==> config.mk <==
export PLATFORM = sky130hd
export DESIGN_NAME = decode_front_top
export DESIGN_NICKNAME = d
export VERILOG_FILES = /design/src/rtl/decode_front_pkg.sv /design/src/rtl/decode_slot_if.sv /design/src/rtl/inst_pair_buffer.sv /design/src/rtl/slot_decoder.sv /design/src/rtl/id_issue_reg.sv /design/src/rtl/issue_queue.sv /design/src/rtl/decode_front_top.sv
export SDC_FILE = /design/constraint.sdc
export NUM_CORES = 1
export LEC_CHECK = 0
export BUFFER_PORTS_ARGS = -buffer_cell sky130_fd_sc_hd__buf_4
export CELL_PAD_IN_SITES_DETAIL_PLACEMENT = 1
export CELL_PAD_IN_SITES_GLOBAL_PLACEMENT = 1
export CORE_UTILIZATION = 52
export DETAILED_ROUTE_END_ITERATION = 7
export PLACE_DENSITY = 0.81
export SLEW_MARGIN = 10
export SYNTH_ARGS = -nofsm -noshare
export SYNTH_HDL_FRONTEND = slang
export SYNTH_SLANG_ARGS = --single-unit
==> constraint.sdc <==
create_clock -name aclk -period 6.8 [get_ports aclk]
set_input_delay 2.04 -clock aclk [delete_from_list [all_inputs] [get_ports aclk]]
set_output_delay 2.04 -clock aclk [all_outputs]
set_load 0.01 [all_outputs]
==> src/rtl/decode_front_pkg.sv <==
`default_nettype none

package decode_front_pkg;

    // ------------------------------------------------
    // sizes and constants.
    // ------------------------------------------------
    localparam int pair_depth = 4;
    localparam int iq_depth   = 4;
    localparam int uop_width  = 4;
    localparam int pair_ptr_w = $clog2(pair_depth);
    localparam int iq_ptr_w   = $clog2(iq_depth);

    // addi.w r0,r0,0.
    localparam logic [31:0] inst_nop = 32'h0280_0000;

    // ------------------------------------------------
    // decode types.
    // ------------------------------------------------
    typedef enum logic [3:0] {
        op_add_w, op_sub_w, op_addi_w, op_lu12i_w, op_ld_w, op_st_w,
        op_beq, op_csrrd, op_syscall, op_break, op_unknown
    } major_op_t;

    typedef enum logic [uop_width-1:0] {
        uop_nop, uop_add, uop_sub, uop_lui, uop_load, uop_store,
        uop_branch, uop_csr, uop_syscall, uop_break, uop_ine
    } uop_t;

    typedef struct packed {
        logic [31:0] pc;
        logic [31:0] inst;
        uop_t        uop;
        logic [31:0] imm;
        logic [4:0]  rd;
        logic [4:0]  rj;
        logic [4:0]  rk;
        logic        is_alu;
        logic        is_syscall;
        logic        is_break;
        logic        is_priv;
        logic        valid;
    } decoded_slot_t;

endpackage

`default_nettype wire

==> src/rtl/decode_slot_if.sv <==
`timescale 1ns/1ps
`default_nettype none

interface decode_slot_if;
    import decode_front_pkg::*;

    logic [31:0] inst;
    logic [31:0] pc;
    logic        valid;
    uop_t        uop;
    logic [31:0] imm;
    logic [4:0]  rd;
    logic [4:0]  rj;
    logic [4:0]  rk;
    logic        is_alu;
    logic        is_syscall;
    logic        is_break;
    logic        is_priv;

    modport src (output inst, pc, valid);
    modport dec (input inst, valid,
                 output uop, imm, rd, rj, rk, is_alu, is_syscall, is_break, is_priv);
    modport sink (input inst, pc, valid, uop, imm, rd, rj, rk,
                  is_alu, is_syscall, is_break, is_priv);
endinterface

`default_nettype wire

==> src/rtl/inst_pair_buffer.sv <==
`timescale 1ns/1ps
`default_nettype none

module inst_pair_buffer (
    input  logic        aclk,
    input  logic        reset,
    input  logic        flush,
    input  logic        fetch_valid,
    input  logic        fetch_pair,
    input  logic [31:0] fetch_pc,
    input  logic [31:0] fetch_inst0,
    input  logic [31:0] fetch_inst1,
    output logic        fetch_allowin,
    decode_slot_if.src  slot [2],
    output logic        pair_readygo,
    input  logic        id_allowin
);
    import decode_front_pkg::*;

    logic [31:0] pc_mem    [pair_depth];
    logic [31:0] inst0_mem [pair_depth];
    logic [31:0] inst1_mem [pair_depth];
    logic        pair_mem  [pair_depth];

    logic [pair_ptr_w-1:0] wr_ptr;
    logic [pair_ptr_w-1:0] rd_ptr;
    logic [pair_ptr_w:0]   count;
    logic                  push;
    logic                  pop;
    logic                  head_pair;

    // no new pair is taken on a flush edge since it would be dropped anyway.
    assign fetch_allowin = !flush && (count != (pair_ptr_w + 1)'(pair_depth));
    assign pair_readygo  = (count != '0);
    assign push          = fetch_valid && fetch_allowin;
    assign pop           = pair_readygo && id_allowin;

    // ------------------------------------------------
    // pointers and occupancy.
    // ------------------------------------------------
    always_ff @(posedge aclk) begin
        if (reset || flush) begin
            wr_ptr <= '0;
            rd_ptr <= '0;
            count  <= '0;
        end else begin
            if (push)
                wr_ptr <= wr_ptr + 1'b1;
            if (pop)
                rd_ptr <= rd_ptr + 1'b1;
            case ({push, pop})
                2'b10:   count <= count + 1'b1;
                2'b01:   count <= count - 1'b1;
                default: count <= count;
            endcase
        end
    end

    always_ff @(posedge aclk) begin
        if (push) begin
            pc_mem[wr_ptr]    <= fetch_pc;
            inst0_mem[wr_ptr] <= fetch_inst0;
            inst1_mem[wr_ptr] <= fetch_inst1;
            pair_mem[wr_ptr]  <= fetch_pair;
        end
    end

    // ------------------------------------------------
    // head pair to the decoders.
    // ------------------------------------------------
    assign head_pair = pair_readygo && pair_mem[rd_ptr];

    assign slot[0].valid = pair_readygo;
    assign slot[0].pc    = pc_mem[rd_ptr];
    assign slot[0].inst  = pair_readygo ? inst0_mem[rd_ptr] : inst_nop;

    // second slot sits one word after the first.
    assign slot[1].valid = head_pair;
    assign slot[1].pc    = pc_mem[rd_ptr] + 32'd4;
    assign slot[1].inst  = head_pair ? inst1_mem[rd_ptr] : inst_nop;

endmodule

`default_nettype wire

==> src/rtl/slot_decoder.sv <==
`timescale 1ns/1ps
`default_nettype none

module slot_decoder (
    decode_slot_if.dec slot
);
    import decode_front_pkg::*;

    logic [31:0] inst;
    major_op_t   op;

    assign inst = slot.inst;

    // ------------------------------------------------
    // opcode classification.
    // ------------------------------------------------
    always_comb begin
        if (inst[31:15] == 17'h00020)
            op = op_add_w;
        else if (inst[31:15] == 17'h00022)
            op = op_sub_w;
        else if (inst[31:22] == 10'h00a)
            op = op_addi_w;
        else if (inst[31:25] == 7'h0a)
            op = op_lu12i_w;
        else if (inst[31:22] == 10'h0a2)
            op = op_ld_w;
        else if (inst[31:22] == 10'h0a6)
            op = op_st_w;
        else if (inst[31:26] == 6'h16)
            op = op_beq;
        else if (inst[31:24] == 8'h04 && inst[9:5] == 5'd0)
            op = op_csrrd;    // rj of zero selects csrrd.
        else if (inst[31:15] == 17'h00056)
            op = op_syscall;
        else if (inst[31:15] == 17'h00054)
            op = op_break;
        else
            op = op_unknown;
    end

    assign slot.rd = inst[4:0];
    assign slot.rj = inst[9:5];
    assign slot.rk = inst[14:10];

    // ------------------------------------------------
    // micro-op, immediate and class flags.
    // ------------------------------------------------
    always_comb begin
        slot.uop        = uop_ine;
        slot.imm        = '0;
        slot.is_alu     = 1'b0;
        slot.is_syscall = 1'b0;
        slot.is_break   = 1'b0;
        slot.is_priv    = 1'b0;
        if (!slot.valid) begin
            // an empty slot behaves like a nop.
            slot.uop    = uop_nop;
            slot.is_alu = 1'b1;
        end else begin
            case (op)
                op_add_w: begin
                    slot.uop    = uop_add;
                    slot.is_alu = 1'b1;
                end
                op_sub_w: begin
                    slot.uop    = uop_sub;
                    slot.is_alu = 1'b1;
                end
                op_addi_w: begin
                    slot.uop    = uop_add;
                    slot.imm    = {{20{inst[21]}}, inst[21:10]};
                    slot.is_alu = 1'b1;
                end
                op_lu12i_w: begin
                    slot.uop    = uop_lui;
                    slot.imm    = {inst[24:5], 12'b0};
                    slot.is_alu = 1'b1;
                end
                op_ld_w: begin
                    slot.uop = uop_load;
                    slot.imm = {{20{inst[21]}}, inst[21:10]};
                end
                op_st_w: begin
                    slot.uop = uop_store;
                    slot.imm = {{20{inst[21]}}, inst[21:10]};
                end
                op_beq: begin
                    slot.uop = uop_branch;
                    slot.imm = {{14{inst[25]}}, inst[25:10], 2'b00};
                end
                op_csrrd: begin
                    slot.uop     = uop_csr;
                    slot.imm     = {18'b0, inst[23:10]};
                    slot.is_priv = 1'b1;
                end
                op_syscall: begin
                    slot.uop        = uop_syscall;
                    slot.imm        = {17'b0, inst[14:0]};
                    slot.is_syscall = 1'b1;
                end
                op_break: begin
                    slot.uop      = uop_break;
                    slot.imm      = {17'b0, inst[14:0]};
                    slot.is_break = 1'b1;
                end
                default: slot.uop = uop_ine;
            endcase
        end
    end

endmodule

`default_nettype wire

==> src/rtl/id_issue_reg.sv <==
`timescale 1ns/1ps
`default_nettype none

module id_issue_reg (
    input  logic                           aclk,
    input  logic                           reset,
    input  logic                           flush,
    decode_slot_if.sink                    slot [2],
    input  logic                           pair_readygo,
    output logic                           id_allowin,
    output logic                           reg_readygo,
    input  logic                           iq_allowin,
    output decode_front_pkg::decoded_slot_t reg_slot [2]
);
    import decode_front_pkg::*;

    decoded_slot_t dec_slot [2];
    logic          reg_valid;
    logic          load;

    // an empty register carries nops that look like alu ops.
    function automatic decoded_slot_t bubble_slot();
        decoded_slot_t b;
        b        = '0;
        b.inst   = inst_nop;
        b.uop    = uop_nop;
        b.is_alu = 1'b1;
        return b;
    endfunction

    for (genvar g = 0; g < 2; g++) begin : g_pack
        assign dec_slot[g] = '{pc: slot[g].pc, inst: slot[g].inst, uop: slot[g].uop,
                               imm: slot[g].imm, rd: slot[g].rd, rj: slot[g].rj,
                               rk: slot[g].rk, is_alu: slot[g].is_alu,
                               is_syscall: slot[g].is_syscall,
                               is_break: slot[g].is_break, is_priv: slot[g].is_priv,
                               valid: slot[g].valid};
    end

    assign reg_readygo = reg_valid;
    assign id_allowin  = !reg_valid || iq_allowin;
    assign load        = pair_readygo && id_allowin;

    // ------------------------------------------------
    // load, hold or drain to a bubble.
    // ------------------------------------------------
    always_ff @(posedge aclk) begin
        if (reset || flush) begin
            reg_valid <= 1'b0;
            for (int i = 0; i < 2; i++)
                reg_slot[i] <= bubble_slot();
        end else if (load) begin
            reg_valid <= 1'b1;
            for (int i = 0; i < 2; i++)
                reg_slot[i] <= dec_slot[i];
        end else if (iq_allowin) begin
            // pair left for the queue with nothing behind it.
            reg_valid <= 1'b0;
            for (int i = 0; i < 2; i++)
                reg_slot[i] <= bubble_slot();
        end
    end

endmodule

`default_nettype wire

==> src/rtl/issue_queue.sv <==
`timescale 1ns/1ps
`default_nettype none

module issue_queue (
    input  logic                            aclk,
    input  logic                            reset,
    input  logic                            flush,
    input  decode_front_pkg::decoded_slot_t reg_slot [2],
    input  logic                            reg_readygo,
    output logic                            iq_allowin,
    output decode_front_pkg::decoded_slot_t issue_slot [2],
    output logic                            issue_valid,
    input  logic                            issue_ready
);
    import decode_front_pkg::*;

    decoded_slot_t mem [iq_depth][2];

    logic [iq_ptr_w-1:0] wr_ptr;
    logic [iq_ptr_w-1:0] rd_ptr;
    logic [iq_ptr_w:0]   count;
    logic                push;
    logic                pop;

    assign iq_allowin  = (count != (iq_ptr_w + 1)'(iq_depth));
    assign issue_valid = (count != '0);
    assign push        = reg_readygo && iq_allowin;
    assign pop         = issue_valid && issue_ready;

    // ------------------------------------------------
    // pointers and occupancy.
    // ------------------------------------------------
    always_ff @(posedge aclk) begin
        if (reset || flush) begin
            wr_ptr <= '0;
            rd_ptr <= '0;
            count  <= '0;
        end else begin
            if (push)
                wr_ptr <= wr_ptr + 1'b1;
            if (pop)
                rd_ptr <= rd_ptr + 1'b1;
            case ({push, pop})
                2'b10:   count <= count + 1'b1;
                2'b01:   count <= count - 1'b1;
                default: count <= count;
            endcase
        end
    end

    // pair storage.
    always_ff @(posedge aclk) begin
        if (push) begin
            mem[wr_ptr][0] <= reg_slot[0];
            mem[wr_ptr][1] <= reg_slot[1];
        end
    end

    // head pair stays put until issue takes it.
    always_comb begin
        for (int i = 0; i < 2; i++)
            issue_slot[i] = mem[rd_ptr][i];
    end

endmodule

`default_nettype wire

==> src/rtl/decode_front_top.sv <==
`timescale 1ns/1ps
`default_nettype none

module decode_front_top (
    input  logic                         aclk,
    input  logic                         reset,
    input  logic                         flush,
    input  logic                         fetch_valid,
    input  logic [31:0]                  fetch_pc,
    input  logic [31:0]                  fetch_inst0,
    input  logic [31:0]                  fetch_inst1,
    input  logic                         fetch_pair,
    output logic                         fetch_allowin,
    output logic                         issue_valid,
    output logic [1:0][31:0]             issue_pc,
    output logic [1:0][31:0]             issue_inst,
    output decode_front_pkg::uop_t [1:0] issue_uop,
    output logic [1:0][31:0]             issue_imm,
    output logic [1:0][4:0]              issue_rd,
    output logic [1:0][4:0]              issue_rj,
    output logic [1:0][4:0]              issue_rk,
    output logic [1:0]                   issue_is_alu,
    output logic [1:0]                   issue_is_syscall,
    output logic [1:0]                   issue_is_break,
    output logic [1:0]                   issue_is_priv,
    output logic [1:0]                   issue_slot_valid,
    input  logic                         issue_ready
);
    import decode_front_pkg::*;

    decoded_slot_t reg_slot   [2];
    decoded_slot_t issue_slot [2];
    logic          pair_readygo;
    logic          id_allowin;
    logic          reg_readygo;
    logic          iq_allowin;

    decode_slot_if slot_bus [2] ();

    // ------------------------------------------------
    // buffer, decoders, register, queue.
    // ------------------------------------------------
    inst_pair_buffer u_buffer (
        .aclk(aclk), .reset(reset), .flush(flush),
        .fetch_valid(fetch_valid), .fetch_pair(fetch_pair), .fetch_pc(fetch_pc),
        .fetch_inst0(fetch_inst0), .fetch_inst1(fetch_inst1),
        .fetch_allowin(fetch_allowin), .slot(slot_bus),
        .pair_readygo(pair_readygo), .id_allowin(id_allowin)
    );

    for (genvar g = 0; g < 2; g++) begin : g_dec
        slot_decoder u_dec (.slot(slot_bus[g]));
    end

    id_issue_reg u_id_reg (
        .aclk(aclk), .reset(reset), .flush(flush), .slot(slot_bus),
        .pair_readygo(pair_readygo), .id_allowin(id_allowin),
        .reg_readygo(reg_readygo), .iq_allowin(iq_allowin), .reg_slot(reg_slot)
    );

    issue_queue u_iq (
        .aclk(aclk), .reset(reset), .flush(flush), .reg_slot(reg_slot),
        .reg_readygo(reg_readygo), .iq_allowin(iq_allowin), .issue_slot(issue_slot),
        .issue_valid(issue_valid), .issue_ready(issue_ready)
    );

    // flatten the head pair for issue.
    always_comb begin
        for (int i = 0; i < 2; i++) begin
            issue_pc[i]         = issue_slot[i].pc;
            issue_inst[i]       = issue_slot[i].inst;
            issue_uop[i]        = issue_slot[i].uop;
            issue_imm[i]        = issue_slot[i].imm;
            issue_rd[i]         = issue_slot[i].rd;
            issue_rj[i]         = issue_slot[i].rj;
            issue_rk[i]         = issue_slot[i].rk;
            issue_is_alu[i]     = issue_slot[i].is_alu;
            issue_is_syscall[i] = issue_slot[i].is_syscall;
            issue_is_break[i]   = issue_slot[i].is_break;
            issue_is_priv[i]    = issue_slot[i].is_priv;
            issue_slot_valid[i] = issue_slot[i].valid;
        end
    end

endmodule

`default_nettype wire

# Word-level counts from Yosys, hierarchy flattened
# Memory sizes are Yosys's and may differ from the RTL's. A register that Yosys moved wholly into a read port is not among the register bits.
# Index checks and enable logic that the tools add are counted.
[word_totals]
register_bits = 255
latchBits = 0
ram_bits = 1348
romBits = 0
output_inout_bits = 242
elab_cells = 184
n_memories = 5
[mem_list]
columns = ["memory", "words", "word_bits", "read_ports", "rd_ports_with_merged_regs", "write_ports", "line_no", "text"]
rows = [
  ["u_iq.mem", 4, 240, 1, 1, 1, "issue_queue.sv:17", "decoded_slot_t mem [iq_depth][2];"],
  ["u_buffer.inst0_mem", 4, 32, 1, 1, 1, "inst_pair_buffer.sv:21", "logic [31:0] inst0_mem [pair_depth];"],
  ["u_buffer.inst1_mem", 4, 32, 1, 1, 1, "inst_pair_buffer.sv:22", "logic [31:0] inst1_mem [pair_depth];"],
  ["u_buffer.pc_mem", 4, 32, 1, 1, 1, "inst_pair_buffer.sv:20", "logic [31:0] pc_mem [pair_depth];"],
  ["u_buffer.pair_mem", 4, 1, 1, 1, 1, "inst_pair_buffer.sv:23", "logic pair_mem [pair_depth];"],
]
[op_classes]
addsub = 9
n_mul = 0
div_mod_pow = 0
n_lt_le_gt_ge = 0
eq_ne = 44
shifts = 0
n_mux = 66
n_bitwise = 0
n_reduce_logical = 29
[op_table]
columns = ["cell", "n"]
rows = [
  ["240-bit two-way mux", 2],
  ["32-bit case mux with 5 select lines", 2],
  ["32-bit two-way mux", 4],
  ["4-bit two-way mux", 20],
  ["4-bit case mux with 9 select lines", 2],
  ["17-bit by 6-bit equality test with 1-bit output (second input constant)", 4],
  ["17-bit by 7-bit equality test with 1-bit output (second input constant)", 4],
  ["10-bit by 8-bit equality test with 1-bit output (second input constant)", 4],
  ["32-bit by 3-bit adder with 32-bit output (second input constant)", 1],
  ["4-bit by 3-bit equality test with 1-bit output (second input constant)", 8],
  ["2-bit two-way mux", 12],
  ["1-bit two-way mux", 22],
  ["10-bit by 4-bit equality test with 1-bit output (second input constant)", 2],
  ["4-bit by 2-bit equality test with 1-bit output (second input constant)", 4],
  ["4-bit equality test (second input constant)", 4],
  ["8-bit by 3-bit equality test with 1-bit output (second input constant)", 2],
  ["7-bit by 4-bit equality test with 1-bit output (second input constant)", 2],
  ["6-bit by 5-bit equality test with 1-bit output (second input constant)", 2],
  ["3-bit case mux with 2 select lines", 2],
  ["5-bit logical NOT", 2],
  ["2-bit by 1-bit adder with 2-bit output (second input constant)", 4],
  ["4-bit by 1-bit equality test with 1-bit output (second input constant)", 2],
  ["1-bit logical AND", 8],
  ["4-bit logical NOT", 2],
  ["other kinds (12)", 27],
]

# Longest topological paths before layout
[depth]
depth_word = 19
ltp_mapped = 14
depth_no_buf = 10

# Cells and area by module
# A second synthesis with hierarchy kept.
[hier_totals]
cells_unflattened = 2854
area_unflattened_um2 = 59847.4
[by_module_without_submodules]
columns = ["module", "instances", "cells_per_inst", "area_each_um2"]
rows = [
  ["issue_queue", 1, 1307, 35116.2],
  ["inst_pair_buffer", 1, 726, 15601.2],
  ["id_issue_reg", 1, 543, 7233.2],
  ["slot_decoder", 2, 139, 948.4],
]

# Worst setup path after synthesis
# OpenSTA, ideal clock, no wires.
[synth_path]
path_type = "register to register"
startpoint = "register u_iq.count[0]"
endpoint = "memory u_iq.mem[0][0] in the netlist's numbering (enable)"
setup_time_ns = 0.596
t_arrival_ns = 5.411
t_required_ns = 6.204
setup_slack_ns = 0.794
stages_incl_launch_ff = 4
path_buffers = 0
cell_sequence = "dfxtp_1 inv_1 nand3_1 and3_1"
[synth_via]
elab_chain_len = 4
[synth_rtl]
columns = ["element", "line_no", "text"]
rows = [
  ["start: declaration", "issue_queue.sv:21", "logic [iq_ptr_w:0] count;"],
  ["start signal: assignment", "issue_queue.sv:44", "2'b10: count <= count + 1'b1;"],
  ["start signal: assignment", "issue_queue.sv:45", "2'b01: count <= count - 1'b1;"],
  ["start signal: assignment", "issue_queue.sv:46", "default: count <= count;"],
  ["3-bit != test", "issue_queue.sv:25", "assign iq_allowin = (count != (iq_ptr_w + 1)'(iq_depth));"],
  ["1-bit logical AND", "issue_queue.sv:27", "assign push = reg_readygo && iq_allowin;"],
  ["1-bit two-way mux", "issue_queue.sv:53", "if (push) begin"],
  ["1-bit two-way mux (not written as such)", "issue_queue.sv:55", "mem[wr_ptr][1] <= reg_slot[1];"],
  ["end: declaration", "issue_queue.sv:17", ""],
]
# No other way between the ends.

==> metrics.txt <==
outcome=completed; largest net degree at the start of global routing=148; # DRC=0; post-cts sizing count=0; CP Data Arrival Time=3.11 ns; # setup viols final=0; clock buffer depth=3; R2R depth=7; CTS tree=done; # rows=118; RSZ-0062 raised after global routing=false; die area=0.1062 mm^2; maximum clock rate=0.1943 GHz; Worst-path clk slew=0.06 ns; hold_buf cts=0; sequential share of power=0.532; internal power=14370 uW; Layout Nets=3307; Synth Instances=2847; initial antenna violation count=31; hold depth=0; clock skew=0.02777 ns; total grt overflow=0; fin crit period=5.147 ns; DR pass1 iterations=5; crit path max fanout=54; Slew HR=0.1015; Sink Count=1446; Top delay family on crit path=flip-flops; FILL cells=8853; Leak=0.02050 uW; Skew-Pair Late Insertion Delay=0.75 ns; Setup WS post-layout=1.653 ns; Clock power frac=0.436; routed wire length per instance=30.02 um; yosys warns=0; worst hold path startpoint=u_id_reg.reg_slot[169]$_SDFFE_PP0P_; Reg-to-Reg End=u_id_reg.reg_slot[142]$_SDFFE_PP0P_; cell with the most instances after synthesis=edfxtp_1; final core occ=0.6076; clock root buffer=clkbuf_16; Switching Fraction=0.2091; Req. time, crit path=4.76 ns; ANT nets after route=0; top cells by area, synth=edfxtp_1, mux4_2, dfxtp_1, nand2_1, a22oi_1; Seq cells post-synth=1446; Mapped Area=0.05454 mm^2; peak per-stage delay on the critical path=0.95 ns; Die Span X=325.9 um; largest area contributor in the netlist=edfxtp_1; first-pass GRT wire length=208.2 mm; vias=29220; Worst Hold End=u_iq.mem[2][169]$_DFFE_PP_; CTS Buf Count=148; RePlAce Congestion=0.8423; Avg Cell Area, Syn=19.16 um^2; # IOs=344; asr flop ratio synth=0; Distinct cells, synth=88; Critical Setup Path Class=reg -> out; layout cells sized above 1=0.2843; IO buf count=343; Via density=6.197; Placement Setup Slack=1.894 ns; Initial Utilization=0.5255; overall global routing resource usage=0.2678; Post-synth EDFFs=1220; Core Area=0.1038 mm^2; Syn Nets=2962; Hold Path Class=reg -> reg; H-tree levels=4; Worst Path Buf+Inv=2; R2R Setup Slk=2.36 ns; fin. max-slew vios=0; Pwr Density=288.2 mW/mm^2; Initial DRC Count=3068; number of setup buffers added after CTS=0; final hold viol count=0; combinational fraction of design power=0.032; slowest CP cell=dfxtp_4; final wirelength=141.5 mm; fin crit share=0.7569; Main synth FF type=edfxtp_1; Critical Path Source Type=flop; post-synth top area share=0.6717; Cell Chain, Critical Path=buf_12 > mux4_2 > buf_4; HPWL Detailed=87.03 mm; Crit. End Element=primary output; Area Growth Syn to Fin=15.61%; Max-Cap Viols=0; number of global-route vias before repair=30930; maximum vdd drop=0.2070 mV; Sw Pwr=3799 uW; Die Height=325.9 um; commonest cells in the netlist=edfxtp_1, mux4_2, dfxtp_1, nand2_1, nor2_1; post-route setup TNS=0 ns; post-synthesis sequential area ratio=0.7546; Worst Tran Pin Value=1.348 ns
## cell type report
type | count | area (um^2) | share of cell area
diodes | 17 | 42.54 | 0.0006746
clock buffers | 223 | 4233 | 0.06712
clock inverters | 52 | 485.5 | 0.007699
inverters | 20 | 76.32 | 0.001210
multi-input cells | 1194 | 12370 | 0.1961
flip-flops and latches | 1446 | 41170 | 0.6529
well taps | 1380 | 1727 | 0.02738
repair buffers | 382 | 2955 | 0.04687
## placed cells by master, fill, tap and decap left out, drive strengths merged, types with 5 or more instances in the layout
cell type and instances:
and2 18, mux4 308, xnor2 15, or4 5, a21oi 58, buf 382, nor4 10, or2 5
clkinv 41, a21boi 5, edfxtp 1220, a211oi 20, nand4 13, a22o 26, nor3 10, ha 11
xor2 22, nand3 47, and4 6, nor2 130, nor2b 7, nand2 198, o22ai 5, o21ai 54
and3 27, nand2b 11, inv 24, clkbuf 223, bufinv 6, o211ai 5, or3 9, a32oi 7
a22oi 79, dfxtp 226, diode 17, a221oi 25
## cells by family after synthesis
family                   after synthesis  synth area share
multiplexers                         309            0.1276
buffers and inverters                207           0.02005
XOR/XNOR                              37          0.005941
flip-flops                          1446            0.7546
AND/OR/NAND/NOR                      515           0.04565
AO/OA/AOI/OAI                        320           0.04287
adder cells (fa/ha/maj)               13          0.003257
## routing by layer
metal / vias up / global-route usage / wire, um / part of all wire
met3: 315 / 0.06662 / 10210 / 0.072
met4: 30 / 0.1131 / 5355 / 0.038
met2: 1185 / 0.4385 / 70490 / 0.50
met1: 15500 / 0.3429 / 55300 / 0.39
li1: 12180 / - / - / -
met5: - / 0 / 184 / 0.0013
## worst max-delay path by stage
stage / startpoint / end / slack [ns] / depth (start not counted)
floorplan: u_iq.count[0]$_SDFFE_PP0P_ / u_iq.mem[0][0]$_DFFE_PP_ / 0.79 / 3
global placement: flush / fetch_allowin / 1.92 / 3
detailed placement: flush / fetch_allowin / 1.89 / 3
CTS: flop / issue_imm[45] / 1.55 / 3
global route: flop / issue_imm[45] / 1.44 / 3
finish: flop / issue_imm[45] / 1.65 / 3
## power by group through the flow
stage	sequential [uW]	clock (uW)	combinational, uW
finish	9660	7920	590
global route	9660	8310	619
CTS	9660	8020	587
detailed placement	9850	0	579
global placement	9840	0	551
floorplan	9830	0	335
## stage by stage
| step | cell area (um^2) | hold WS [ns] | power [uW] | cells |
|---|---|---|---|---|
| finish | 63060 | 0.5101 | 18170 | 4714 |
| global route | 63050 | 0.5226 | 18590 | 4710 |
| CTS | 63020 | 0.5030 | 18270 | 4697 |
| detailed placement | 58300 | 0.4907 | 10430 | 4422 |
| global placement | 58300 | 0.4681 | 10390 | 4422 |
| floorplan | 54540 | 0.4520 | 10170 | 2847 |
## registers in the layout, summed over array words and instances (netlist names), named ones only
name,cells
u_id_reg.reg_slot,208
u_iq.rd_ptr,2
u_iq.mem,832
u_buffer.rd_ptr,2
u_buffer.wr_ptr,2
u_buffer.pair_mem,4
u_buffer.count,3
u_iq.wr_ptr,2
u_buffer.inst1_mem,128
u_buffer.pc_mem,128
u_iq.count,3
u_buffer.inst0_mem,128
Note: power is estimated with default switching activity, not from simulation.
